## config.mk

```make
export PLATFORM = sky130hd
export DESIGN_NAME = complex_mixer
export DESIGN_NICKNAME = d
export VERILOG_FILES = /design/src/source/mixer_pkg.sv /design/src/source/mixer_cfg_if.sv /design/src/source/mixer_cfg_regs.sv /design/src/source/complex_multiplier.sv /design/src/source/output_scaler.sv /design/src/source/mixer_datapath.sv /design/src/source/complex_mixer.sv
export SDC_FILE = /design/constraint.sdc
export NUM_CORES = 2
export LEC_CHECK = 0
export BUFFER_PORTS_ARGS = -buffer_cell sky130_fd_sc_hd__clkbuf_2
export CAP_MARGIN = 20
export CORE_MARGIN = 2
export CORE_UTILIZATION = 39
export CTS_CLUSTER_SIZE = 20
export DETAILED_ROUTE_END_ITERATION = 10
export PLACE_DENSITY = 0.59
export RECOVER_POWER = 100
export SLEW_MARGIN = 5
export SYNTH_ARGS = -nofsm -noshare
export SYNTH_HDL_FRONTEND = slang
export SYNTH_SLANG_ARGS = --single-unit
```

## constraint.sdc

```tcl
create_clock -name clk -period 9 [get_ports clk]
set_input_delay 0.45 -clock clk [delete_from_list [all_inputs] [get_ports clk]]
set_output_delay 0.45 -clock clk [all_outputs]
set_load 0.02 [all_outputs]
```

## src/source/mixer_pkg.sv

```systemverilog
/* mixer package
   widths, value types, register map and pipeline latency shared by the complex mixer
*/
`default_nettype none

package mixer_pkg;

    // sample and coefficient widths
    localparam int SAMPLE_W   = 20;
    localparam int COEF_W     = 18;
    localparam int PROD_W     = SAMPLE_W + COEF_W + 1;  // full precision complex product
    localparam int NUM_COEF   = 4;
    localparam int COEF_SEL_W = 2;
    localparam int SHIFT_W    = 5;

    // register bus widths
    localparam int REG_ADDR_W = 4;
    localparam int REG_DATA_W = 32;

    typedef logic signed [SAMPLE_W-1:0] sample_t;
    typedef logic signed [COEF_W-1:0]   coef_t;
    typedef logic signed [PROD_W-1:0]   prod_t;
    typedef logic [COEF_SEL_W-1:0]      coef_sel_t;
    typedef logic [SHIFT_W-1:0]         shift_t;
    typedef logic [REG_ADDR_W-1:0]      reg_addr_t;
    typedef logic [REG_DATA_W-1:0]      reg_data_t;

    // a larger shift would leave nothing but sign bits in the output
    localparam shift_t MAX_SHIFT = shift_t'(19);

    // register map, coefficient k sits at 2k (real) and 2k+1 (imaginary)
    localparam reg_addr_t ADDR_COEF_BASE = reg_addr_t'(0);
    localparam reg_addr_t ADDR_SHIFT     = reg_addr_t'(8);

    // cycles from operands in to product out, and from in_valid to out_valid
    localparam int MULT_LATENCY  = 6;
    localparam int MIXER_LATENCY = MULT_LATENCY + 1;

endpackage

`default_nettype wire

```

## src/source/mixer_cfg_if.sv

```systemverilog
/* mixer configuration interface
   coefficient select going out to the register block, chosen coefficient and shift coming back
*/
`timescale 1ns/1ps
`default_nettype none

interface mixer_cfg_if;
    import mixer_pkg::*;

    coef_sel_t coef_sel;  // which of the four pairs the current sample wants
    coef_t     coef_re;
    coef_t     coef_im;
    shift_t    shift;     // output right shift, already clamped

    // register block side
    modport regs (
        input  coef_sel,
        output coef_re,
        output coef_im,
        output shift
    );

    // datapath side
    modport dp (
        output coef_sel,
        input  coef_re,
        input  coef_im,
        input  shift
    );

endinterface

`default_nettype wire

```

## src/source/mixer_cfg_regs.sv

```systemverilog
/* mixer configuration registers
   four complex coefficients and the output shift, with a write strobe and combinational readback
*/
`timescale 1ns/1ps
`default_nettype none

module mixer_cfg_regs (
    input  wire logic                 clk,
    input  wire logic                 reset,
    input  wire logic                 wr_en,
    input  wire mixer_pkg::reg_addr_t wr_addr,
    input  wire mixer_pkg::reg_data_t wr_data,
    input  wire mixer_pkg::reg_addr_t rd_addr,
    output mixer_pkg::reg_data_t      rd_data,
    mixer_cfg_if.regs                 cfg
);
    import mixer_pkg::*;

    coef_t     coef_re_q [NUM_COEF];
    coef_t     coef_im_q [NUM_COEF];
    shift_t    shift_q;

    reg_addr_t wr_off;
    reg_addr_t rd_off;
    coef_sel_t wr_idx;
    coef_sel_t rd_idx;
    logic      wr_is_coef;
    logic      rd_is_coef;
    coef_t     rd_coef;

    // a shift beyond the sample width is pinned to the largest useful value
    function automatic shift_t clamp_shift(input reg_data_t d);
        shift_t s;
        if (d > reg_data_t'(MAX_SHIFT)) begin
            s = MAX_SHIFT;
        end else begin
            s = d[SHIFT_W-1:0];
        end
        return s;
    endfunction

    // addresses below the base wrap around and fall out of the coefficient window
    assign wr_off     = wr_addr - ADDR_COEF_BASE;
    assign rd_off     = rd_addr - ADDR_COEF_BASE;
    assign wr_idx     = wr_off[COEF_SEL_W:1];  // bit 0 picks real or imaginary half
    assign rd_idx     = rd_off[COEF_SEL_W:1];
    assign wr_is_coef = (wr_off < reg_addr_t'(2 * NUM_COEF));
    assign rd_is_coef = (rd_off < reg_addr_t'(2 * NUM_COEF));

    always_ff @(posedge clk) begin
        if (reset) begin
            for (int k = 0; k < NUM_COEF; k++) begin
                coef_re_q[k] <= '0;
                coef_im_q[k] <= '0;
            end
            shift_q <= '0;
        end else if (wr_en) begin
            if (wr_is_coef) begin
                if (wr_off[0]) begin
                    coef_im_q[wr_idx] <= wr_data[COEF_W-1:0];
                end else begin
                    coef_re_q[wr_idx] <= wr_data[COEF_W-1:0];
                end
            end else if (wr_addr == ADDR_SHIFT) begin
                shift_q <= clamp_shift(wr_data);
            end
        end
    end

    assign rd_coef = rd_off[0] ? coef_im_q[rd_idx] : coef_re_q[rd_idx];

    always_comb begin
        rd_data = '0;  // unmapped addresses read as zero
        if (rd_is_coef) begin
            rd_data = {{(REG_DATA_W-COEF_W){rd_coef[COEF_W-1]}}, rd_coef};
        end else if (rd_addr == ADDR_SHIFT) begin
            rd_data = {{(REG_DATA_W-SHIFT_W){1'b0}}, shift_q};
        end
    end

    // pair lookup for the sample being presented, so a write shows up on the next sample
    assign cfg.coef_re = coef_re_q[cfg.coef_sel];
    assign cfg.coef_im = coef_im_q[cfg.coef_sel];
    assign cfg.shift   = shift_q;

endmodule

`default_nettype wire

```

## src/source/complex_multiplier.sv

```systemverilog
/* complex multiplier, (ar + j ai) * (br + j bi)
   six pipeline stages built on three real multipliers with a shared (ar - ai) * bi term
*/
`timescale 1ns/1ps
`default_nettype none

module complex_multiplier (
    input  wire logic               clk,
    input  wire logic               reset,
    input  wire mixer_pkg::sample_t ar,
    input  wire mixer_pkg::sample_t ai,
    input  wire mixer_pkg::coef_t   br,
    input  wire mixer_pkg::coef_t   bi,
    output mixer_pkg::prod_t        pr,
    output mixer_pkg::prod_t        pi
);
    import mixer_pkg::*;

    // operand delay lines, the suffix is the stage that holds the value
    sample_t ar_d1, ar_d2, ar_d3, ar_d4;
    sample_t ai_d1, ai_d2, ai_d3, ai_d4;
    coef_t   br_d1, br_d2, br_d3;
    coef_t   bi_d1, bi_d2, bi_d3;

    logic signed [SAMPLE_W:0] common_sum;  // ar - ai, one bit wider than a sample
    logic signed [COEF_W:0]   re_sum;      // br - bi
    logic signed [COEF_W:0]   im_sum;      // br + bi
    prod_t common_prod;
    prod_t common_d4;
    prod_t common_d5;
    prod_t re_prod;
    prod_t im_prod;
    prod_t pr_q;
    prod_t pi_q;

    // stages 1 to 4 only move the operands along so each multiplier sees one sample
    always_ff @(posedge clk) begin
        if (reset) begin
            ar_d1 <= '0;
            ar_d2 <= '0;
            ar_d3 <= '0;
            ar_d4 <= '0;
            ai_d1 <= '0;
            ai_d2 <= '0;
            ai_d3 <= '0;
            ai_d4 <= '0;
            br_d1 <= '0;
            br_d2 <= '0;
            br_d3 <= '0;
            bi_d1 <= '0;
            bi_d2 <= '0;
            bi_d3 <= '0;
        end else begin
            ar_d1 <= ar;  // the coefficient is captured on this same edge
            ar_d2 <= ar_d1;
            ar_d3 <= ar_d2;
            ar_d4 <= ar_d3;
            ai_d1 <= ai;
            ai_d2 <= ai_d1;
            ai_d3 <= ai_d2;
            ai_d4 <= ai_d3;
            br_d1 <= br;
            br_d2 <= br_d1;
            br_d3 <= br_d2;
            bi_d1 <= bi;
            bi_d2 <= bi_d1;
            bi_d3 <= bi_d2;
        end
    end

    // shared term, pre-add in stage 2 and multiply in stage 3
    always_ff @(posedge clk) begin
        if (reset) begin
            common_sum  <= '0;
            common_prod <= '0;
            common_d4   <= '0;
            common_d5   <= '0;
        end else begin
            common_sum  <= ar_d1 - ai_d1;
            common_prod <= common_sum * bi_d2;
            common_d4   <= common_prod;
            common_d5   <= common_d4;  // waits for the two path products
        end
    end

    // real part is (br - bi) * ar plus the shared term,
    // imaginary part is (br + bi) * ai plus the shared term
    always_ff @(posedge clk) begin
        if (reset) begin
            re_sum  <= '0;
            im_sum  <= '0;
            re_prod <= '0;
            im_prod <= '0;
            pr_q    <= '0;
            pi_q    <= '0;
        end else begin
            re_sum  <= br_d3 - bi_d3;
            im_sum  <= br_d3 + bi_d3;
            re_prod <= re_sum * ar_d4;
            im_prod <= im_sum * ai_d4;
            pr_q    <= re_prod + common_d5;
            pi_q    <= im_prod + common_d5;
        end
    end

    assign pr = pr_q;
    assign pi = pi_q;

endmodule

`default_nettype wire

```

## src/source/output_scaler.sv

```systemverilog
/* output scaler
   rounds the full product, shifts it right and saturates it to the sample width in one stage
*/
`timescale 1ns/1ps
`default_nettype none

module output_scaler (
    input  wire logic               clk,
    input  wire logic               reset,
    input  wire logic               valid_in,
    input  wire mixer_pkg::prod_t   prod_re,
    input  wire mixer_pkg::prod_t   prod_im,
    input  wire mixer_pkg::shift_t  shift,
    output logic                    out_valid,
    output mixer_pkg::sample_t      pr,
    output mixer_pkg::sample_t      pi,
    output logic                    sat
);
    import mixer_pkg::*;

    sample_t pr_next;
    sample_t pi_next;
    logic    clip_re;
    logic    clip_im;

    // one guard bit above the product keeps the rounding add from wrapping
    function automatic sample_t scale_part(input prod_t p, input shift_t s, output logic clipped);
        logic [PROD_W:0]        half_step;
        logic signed [PROD_W:0] rounded;
        logic signed [PROD_W:0] shifted;
        sample_t                result;
        half_step = ({{PROD_W{1'b0}}, 1'b1} << s) >> 1;  // zero when s is zero
        rounded   = $signed({p[PROD_W-1], p}) + $signed(half_step);
        shifted   = rounded >>> s;
        // fits only if every bit from the sample's sign bit upward agrees
        clipped   = (shifted[PROD_W:SAMPLE_W-1] != {(PROD_W-SAMPLE_W+2){shifted[PROD_W]}});
        if (!clipped) begin
            result = shifted[SAMPLE_W-1:0];
        end else if (shifted[PROD_W]) begin
            result = {1'b1, {(SAMPLE_W-1){1'b0}}};
        end else begin
            result = {1'b0, {(SAMPLE_W-1){1'b1}}};
        end
        return result;
    endfunction

    always_comb begin
        pr_next = scale_part(prod_re, shift, clip_re);
        pi_next = scale_part(prod_im, shift, clip_im);
    end

    always_ff @(posedge clk) begin
        if (reset) begin
            out_valid <= 1'b0;
            pr        <= '0;
            pi        <= '0;
            sat       <= 1'b0;
        end else begin
            out_valid <= valid_in;
            pr        <= pr_next;
            pi        <= pi_next;
            sat       <= valid_in && (clip_re || clip_im);  // idle cycles never flag
        end
    end

endmodule

`default_nettype wire

```

## src/source/mixer_datapath.sv

```systemverilog
/* mixer datapath
   fetches the selected coefficient, multiplies, scales, and tracks sample validity
*/
`timescale 1ns/1ps
`default_nettype none

module mixer_datapath (
    input  wire logic                 clk,
    input  wire logic                 reset,
    input  wire logic                 in_valid,
    input  wire mixer_pkg::sample_t   ar,
    input  wire mixer_pkg::sample_t   ai,
    input  wire mixer_pkg::coef_sel_t coef_sel,
    mixer_cfg_if.dp                   cfg,
    output logic                      out_valid,
    output mixer_pkg::sample_t        pr,
    output mixer_pkg::sample_t        pi,
    output logic                      sat
);
    import mixer_pkg::*;

    logic [MULT_LATENCY-1:0] valid_sr;  // bit k is the valid of the sample in stage k+1
    prod_t                   prod_re;
    prod_t                   prod_im;

    // the register block answers combinationally within the same cycle
    assign cfg.coef_sel = coef_sel;

    complex_multiplier i_complex_multiplier (
        .clk   (clk),
        .reset (reset),
        .ar    (ar),
        .ai    (ai),
        .br    (cfg.coef_re),
        .bi    (cfg.coef_im),
        .pr    (prod_re),
        .pi    (prod_im)
    );

    // the multiplier runs every cycle, this line says which products count
    always_ff @(posedge clk) begin
        if (reset) begin
            valid_sr <= '0;
        end else begin
            valid_sr <= {valid_sr[MULT_LATENCY-2:0], in_valid};
        end
    end

    output_scaler i_output_scaler (
        .clk       (clk),
        .reset     (reset),
        .valid_in  (valid_sr[MULT_LATENCY-1]),
        .prod_re   (prod_re),
        .prod_im   (prod_im),
        .shift     (cfg.shift),
        .out_valid (out_valid),
        .pr        (pr),
        .pi        (pi),
        .sat       (sat)
    );

endmodule

`default_nettype wire

```

## src/source/complex_mixer.sv

```systemverilog
/* complex mixer top level
   streaming complex gain with four programmable coefficients, rounding and saturation
*/
`timescale 1ns/1ps
`default_nettype none

module complex_mixer (
    input  wire logic                 clk,
    input  wire logic                 reset,
    // register write and readback
    input  wire logic                 wr_en,
    input  wire mixer_pkg::reg_addr_t wr_addr,
    input  wire mixer_pkg::reg_data_t wr_data,
    input  wire mixer_pkg::reg_addr_t rd_addr,
    output mixer_pkg::reg_data_t      rd_data,
    // sample stream in, one sample per cycle at most
    input  wire logic                 in_valid,
    input  wire mixer_pkg::sample_t   ar,
    input  wire mixer_pkg::sample_t   ai,
    input  wire mixer_pkg::coef_sel_t coef_sel,
    // scaled stream out, seven cycles behind
    output logic                      out_valid,
    output mixer_pkg::sample_t        pr,
    output mixer_pkg::sample_t        pi,
    output logic                      sat
);

    mixer_cfg_if cfg_if ();

    mixer_cfg_regs i_mixer_cfg_regs (
        .clk     (clk),
        .reset   (reset),
        .wr_en   (wr_en),
        .wr_addr (wr_addr),
        .wr_data (wr_data),
        .rd_addr (rd_addr),
        .rd_data (rd_data),
        .cfg     (cfg_if.regs)
    );

    mixer_datapath i_mixer_datapath (
        .clk       (clk),
        .reset     (reset),
        .in_valid  (in_valid),
        .ar        (ar),
        .ai        (ai),
        .coef_sel  (coef_sel),
        .cfg       (cfg_if.dp),
        .out_valid (out_valid),
        .pr        (pr),
        .pi        (pi),
        .sat       (sat)
    );

endmodule

`default_nettype wire

```

Yosys cells after proc, flatten, opt, wreduce, memory -nomap -nowiden
Memory sizes are Yosys's and may differ from the RTL's. A register that Yosys moved wholly into a read port is not among the register bits. Cells that the tools add are included.

Output and inout bits: 74. Memories: 2. Bits of input ports: 86. Logic and storage cells: 82. Memory bits (read-only): 0. Bits in writable memories: 144. Flip-flop bits (word level): 617. Bits in latches: 0.

Div/mod/pow operators: 0. Multiplexer cells: 26. Order comparisons: 3. Reduce and logical (&&, ||, !) cells: 5. Bitwise logic cells: 1. Multiply operators: 3. Add/subtract/negate cells: 7. Shift operators: 3. Equal/unequal tests: 4.

Memory list: i_mixer_cfg_regs.coef_im_q (depth 4, width 18, read ports 2, clocked after memory_dff 1, write ports 4, line mixer_cfg_regs.sv:20) `coef_t coef_im_q [NUM_COEF];`; i_mixer_cfg_regs.coef_re_q (depth 4, width 18, read ports 2, clocked after memory_dff 1, write ports 4, line mixer_cfg_regs.sv:19) `coef_t coef_re_q [NUM_COEF];`.

Operators by type and width (count): adder 39 x 40 -> 40 bit (2); 2-to-1 mux 20 bit (4); >>> shifter 40 x 5 -> 40 bit (2); adder 39 bit (2); multiplier 19 x 20 -> 39 bit (2); 2-to-1 mux 18 bit (3); != test 20 bit (2); << shifter 1 x 5 -> 40 bit (first input constant) (1); multiplier 21 x 18 -> 39 bit (1); OR reduction 18 bit (2); > comparator 32 x 5 -> 1 bit (second input constant) (1); 2-to-1 mux 32 bit (1); subtractor 20 x 20 -> 21 bit (1); adder 18 x 18 -> 19 bit (1); subtractor 18 x 18 -> 19 bit (1); 2-to-1 mux 1 bit (14); 2-to-1 mux 5 bit (2); == test 4 bit (second input constant) (2); less-than comparator 4 bit (second input constant) (2); 2-to-1 mux 2 bit (2); AND reduction 3 bit (1); logical AND 1 bit (1); logical OR 1 bit (1); NOT 1 bit (1).

Longest topological paths before layout
Depth in word-level cells: 7. Gate-level depth with buffers: 31. Gate-level depth less buffers: 30.

Cells and area by module
From an unflattened synthesis, not the netlist that was laid out.

Cell total of the unflattened synthesis: 9281. Area total of the unflattened synthesis: 84496.0 um^2.

By module, submodules not included: complex_multiplier (times used 1, cells an instance 6622, area each 62831.5 um^2); output_scaler (times used 1, cells an instance 2099, area each 13795.7 um^2); mixer_cfg_regs (times used 1, cells an instance 546, area each 7696.1 um^2); mixer_datapath (times used 1, cells an instance 14, area each 172.7 um^2).

Worst setup path after synthesis
OpenSTA, ideal clock, no wires.

Path kind: register to register. Start: reg i_mixer_datapath.i_complex_multiplier.common_sum[10]. End: reg i_mixer_datapath.i_complex_multiplier.common_prod[38]. Library setup time: 0.128 ns. Arrival time: 7.305 ns. Buffers on the path: 2. Cell stages (with the launch flop): 31. Slack: 1.567 ns. Path through: dfxtp_1 -> clkbuf_1 -> clkbuf_1 -> nand2_1 -> fa_1 -> inv_1 -> fa_1 -> fa_1 -> inv_1 -> fa_1 -> inv_1 -> fa_1 -> inv_1 -> fa_1 -> inv_1 -> ha_1 -> a21o_1 -> a21o_1 -> a31oi_1 -> o311a_1 -> nor4_1 -> a2111oi_0 -> nor3_1 -> o31ai_1 -> o21ai_0 -> o41ai_1 -> o21ai_0 -> a21o_1 -> a21oi_1 -> xnor2_1 -> nor2_1.

Word-level cells in the longest chain between the ends: 1.

Ends and longest elaborated chain: start, declared (line complex_multiplier.sv:25) `logic signed [SAMPLE_W:0] common_sum;`; start signal, assigned (line complex_multiplier.sv:79) `common_sum <= ar_d1 - ai_d1;`; multiplier 21 x 18 -> 39 bit (line complex_multiplier.sv:80) `common_prod <= common_sum * bi_d2;`; end signal, assigned (line complex_multiplier.sv:80); end, declared (line complex_multiplier.sv:28) `prod_t common_prod;`.

Every way passes these cells. A chain may end at the register's enable or synchronous reset.

Worst setup path after layout
Start: reg i_mixer_cfg_regs.shift_q[0] (netlist: i_mixer_cfg_regs.cfg.shift[0]). End: reg i_mixer_datapath.i_output_scaler.pr[10].

Word-level cells in the longest chain between the ends: 5.

Ends and longest elaborated chain: start, declared (line mixer_cfg_regs.sv:21) `shift_t shift_q;`; start signal, assigned (line mixer_cfg_regs.sv:65) `shift_q <= clamp_shift(wr_data);`; << shifter 1 x 5 -> 40 bit (line output_scaler.sv:32) `half_step = ({{PROD_W{1'b0}}, 1'b1} << s) >> 1;`; adder 39 x 40 -> 40 bit (line output_scaler.sv:33) `rounded = $signed({p[PROD_W-1], p}) + $signed(half_step);`; >>> shifter 40 x 5 -> 40 bit * (line output_scaler.sv:34) `shifted = rounded >>> s;`; != test 20 bit or 2-to-1 mux 20 bit (tied branches) (line output_scaler.sv:36, output_scaler.sv:39); 2-to-1 mux 20 bit * (line output_scaler.sv:37) `if (!clipped) begin`; end signal, assigned (line output_scaler.sv:60) `pr <= pr_next;`; end, declared (line output_scaler.sv:15) `output mixer_pkg::sample_t pr,`.

Mark *: on every way between the ends. The rest lies on a longest branch, timed or not.

==> flow_metrics.tcl <==
set metrics [dict create \
    status "complete, but fails checks" \
    violations "max-capacitance violations, max-slew violations" \
    maxCapViolCount 9 \
    track_usage_pct 21.90 \
    slowest_delay_ns 1.18 \
    via_per_inst 5.156 \
    synth-edff-count 144 \
    ys_ff_latch 796 \
    rsz0062_at_grt "false" \
    area_growth_pct 8.320 \
    grt_max_degree 155 \
    antenna_found_initial 25 \
    critPathTopFamily "compound AO/OA/AOI/OAI gates" \
    antenna_left 0 \
    total_power_mw 11.43 \
    combPwrFrac_pct 29.2 \
    dieWidth_um 460.4 \
    cp_common_cell "nand2_1" \
    async_flop_share_pct 0 \
    fin_ws_ns 0.5872 \
    synth_area_leaders "fa_1 28%, dfxtp_1 16%, ha_1 7.9%" \
    ios 160 \
    place_ws_ns 0.8736 \
    setup_viol 0 \
    coreArea_mm2 0.2071 \
    end_kind "flop" \
    synth_area_mm2 0.08123 \
    critPathSlowestCell "dfxtp_1" \
    slew_violations 602 \
    hold_class "input port to flop" \
    rows 167 \
    p_leak_nw 41.98 \
    finalSetupTns_ns 0 \
    hold_viol_final 0 \
    overflow 0 \
    vias 59670 \
    cp-start-kind "flop" \
    postRouteWirelength_mm 231.4 \
    critPathRequiredTime_ns 9.56 \
    synthDistinctLibCells 105 \
    start_util_pct 39.23 \
    yosysSeqAreaShare_pct 21.39 \
    synth_cells 8746 \
    yosysTopAreaCellShare_pct 28.49 \
    grt_pass1_vias 61800 \
    grt_pass1_wl_mm 360.6 \
    dieArea_mm2 0.2120 \
    synth.most_common_cell "inv_1" \
    vdd_drop_max_mv 0.1541 \
    p_int_mw 7.463 \
    cts_htree_levels 3 \
    worstPathArrival_ns 8.97 \
    power_switching_share_pct 34.70 \
    drive_above_1_share_pct 6.079 \
    yosys.area.top_type "fa_1" \
    drt_first_pass_iters 8 \
    crit_path_max_fanout 61 \
    drtIter0Drc 4095 \
    p_sw_mw 3.966 \
    fin_worst_skew_ns 0.07555 \
    fmax_ghz 0.1189 \
    syn_avg_cell_area_um2 9.288 \
    synthFlopType "dfxtp_1" \
    drc 0 \
    dp.final_hpwl_mm 185.9 \
    path_clk_slew_ns 0.06 \
    pwr-share-seq_pct 37.9 \
    port_buffers 159 \
    yosys-top-cells-count "1,363 x inv_1, 1,156 x fa_1, 856 x nand2_1" \
    pwr-share-clk_pct 32.9 \
    synth_fp_nets 10500 \
    critical_path_buf_inv_count 2 \
    period_needed_ns 8.413 \
    cts-root-buf "clkbuf_16" \
    tritoncts "done" \
    yosysWarnings 0 \
    crit_type "flop to flop" \
    period_share_pct 93.48 \
    slew-limit-headroom_pct -192.9 \
    fp.dieH_um 460.4 \
    nNetsFinal 10470 \
    worstPathCellList "buf_4, nand2_1, buf_4, nor2_1, ha_1, nand2_1, nor2_1, a221oi_1, nand2_1, o31ai_1, a21oi_1, or2_2, o221ai_1, mux2i_1, mux2i_1, mux2_1, or3b_1, or4_1, a22oi_4, o221ai_2, a221oi_1" \
    worstMarginPinSlew_ns 4.394 \
    post_cts_buffers 0 \
    clk_path_buf_depth 3 \
    wl_per_cell_um 19.99 \
    power_density_mw_per_mm2 129.9 \
    place.gp.congestion 0.9261 \
    clk_latency_ns 0.76 \
    clkSinkCount 796 \
    cts_made_buffers 86 \
]
-- power by group through the flow --
stage               combinational, mW  sequential (mW)  clock (mW)
global placement                 3.30             4.40           0
floorplan                        2.42             4.23           0
global route                     3.75             4.37        3.99
detailed placement               3.34             4.41           0
finish                           3.33             4.33        3.76
CTS                              3.38             4.33        3.86
-- cells in the final DEF, fill, tap and decap left out, types with 33 or more instances in the layout --
master,synthesis,final
inv_1,1363,1360
fa_1,1156,1156
nand2_1,856,856
dfxtp_1,652,648
nor2_1,583,583
and2_1,623,579
ha_1,513,513
nor2b_1,375,375
a21oi_1,261,261
o21ai_0,222,222
xnor2_1,146,146
edfxtp_1,144,144
nor3_1,124,124
buf_4,19,108
clkbuf_1,377,103
xor2_1,99,99
a21o_1,97,97
mux2i_1,96,96
mux4_2,92,92
clkbuf_16,0,88
clkbuf_2,0,86
nand3_1,79,79
a211oi_1,55,59
and3_1,58,58
nand2b_1,57,56
o21a_1,47,47
and2_0,1,45
a31oi_1,41,41
or3_1,40,40
dlygate4sd3_1,0,40
o21bai_1,39,39
o31ai_1,32,33
-- registers in the layout, summed over array words and instances, names as in the netlist, 20 cells and up --
signal	count
i_mixer_datapath.i_complex_multiplier.ar_d1	20
i_mixer_datapath.i_complex_multiplier.pi	39
i_mixer_datapath.i_complex_multiplier.common_prod	39
i_mixer_datapath.i_complex_multiplier.ar_d2	20
i_mixer_cfg_regs.coef_im_q	72
i_mixer_datapath.i_output_scaler.pr	20
i_mixer_datapath.i_complex_multiplier.common_d5	39
i_mixer_datapath.i_complex_multiplier.ai_d1	20
i_mixer_datapath.i_complex_multiplier.common_d4	39
i_mixer_datapath.i_complex_multiplier.im_prod	39
i_mixer_datapath.i_complex_multiplier.common_sum	21
i_mixer_datapath.i_complex_multiplier.ai_d2	20
i_mixer_datapath.i_complex_multiplier.ar_d3	20
i_mixer_datapath.i_complex_multiplier.ar_d4	20
i_mixer_datapath.i_complex_multiplier.pr	39
i_mixer_datapath.i_output_scaler.pi	20
i_mixer_datapath.i_complex_multiplier.re_prod	39
i_mixer_cfg_regs.coef_re_q	72
i_mixer_datapath.i_complex_multiplier.ai_d3	20
i_mixer_datapath.i_complex_multiplier.ai_d4	20
-- timing repair --
item,in CTS,in global routing
endpoints found under the hold margin,40,0
resized for setup,0,0
hold buffers,40,0
-- metrics by stage --
step | std cells | instance area (um^2) | hold WS (ns) | utilization (%)
after global placement | 11370 | 84670 | 0.4158 | 40.89
after detailed placement | 11370 | 84750 | 0.4218 | 40.93
after floorplan | 8746 | 81230 | 0.4138 | -
after global routing | 11570 | 87990 | 0.03444 | 42.49
after CTS | 11570 | 88220 | 0.001146 | 42.60
final | 11570 | 87990 | 0.06062 | 42.49
-- layer usage --
layer,up-vias,part of all wire [%],global-route usage [%]
met4,6,3.3,6.878
met5,-,0.016,0
li1,27740,-,-
met1,29770,44,30.28
met3,382,6.0,2.764
met2,1775,46,35.64
-- area by class of cell --
class / count / area (um^2)
repair buffers: 324 / 2043
clock buffers: 123 / 2524
well taps: 2788 / 3488
flip-flops and latches: 796 / 17390
multi-input cells: 6137 / 56870
inverters: 1365 / 5124
diodes: 2 / 5.005
clock inverters: 39 / 546.8
fillers: 20170 / 119100
-- worst paths after layout --
path                                                     from                                      end  slack, ns  depth (start not counted)
worst max-delay path            i_mixer_cfg_regs.cfg.shift[0]  i_mixer_datapath.i_output_scaler.pr[10]       0.59                         21
worst min-delay path                               wr_data[1]            i_mixer_cfg_regs.cfg.shift[1]       0.06                          2
worst max register to register  i_mixer_cfg_regs.cfg.shift[0]  i_mixer_datapath.i_output_scaler.pr[10]       0.59                         21
worst min register to register                           flop                                     flop       0.42                          1
-- logic make-up (layout without fill, tap and decap cells) --
logic type	Yosys count	after routing	synth area share [%]
DFF	796	796	21.39
xor gates and xnor gates	245	245	2.642
other	0	2	0
adders and majority gates	1670	1670	36.40
muxes	217	217	4.136
AOI/OAI and AO/OA	1069	1069	8.858
buffers and inverters	1813	1851	8.527
and+or+nand+nor	2936	2936	18.05
Note: power is estimated with default switching activity, not from simulation.
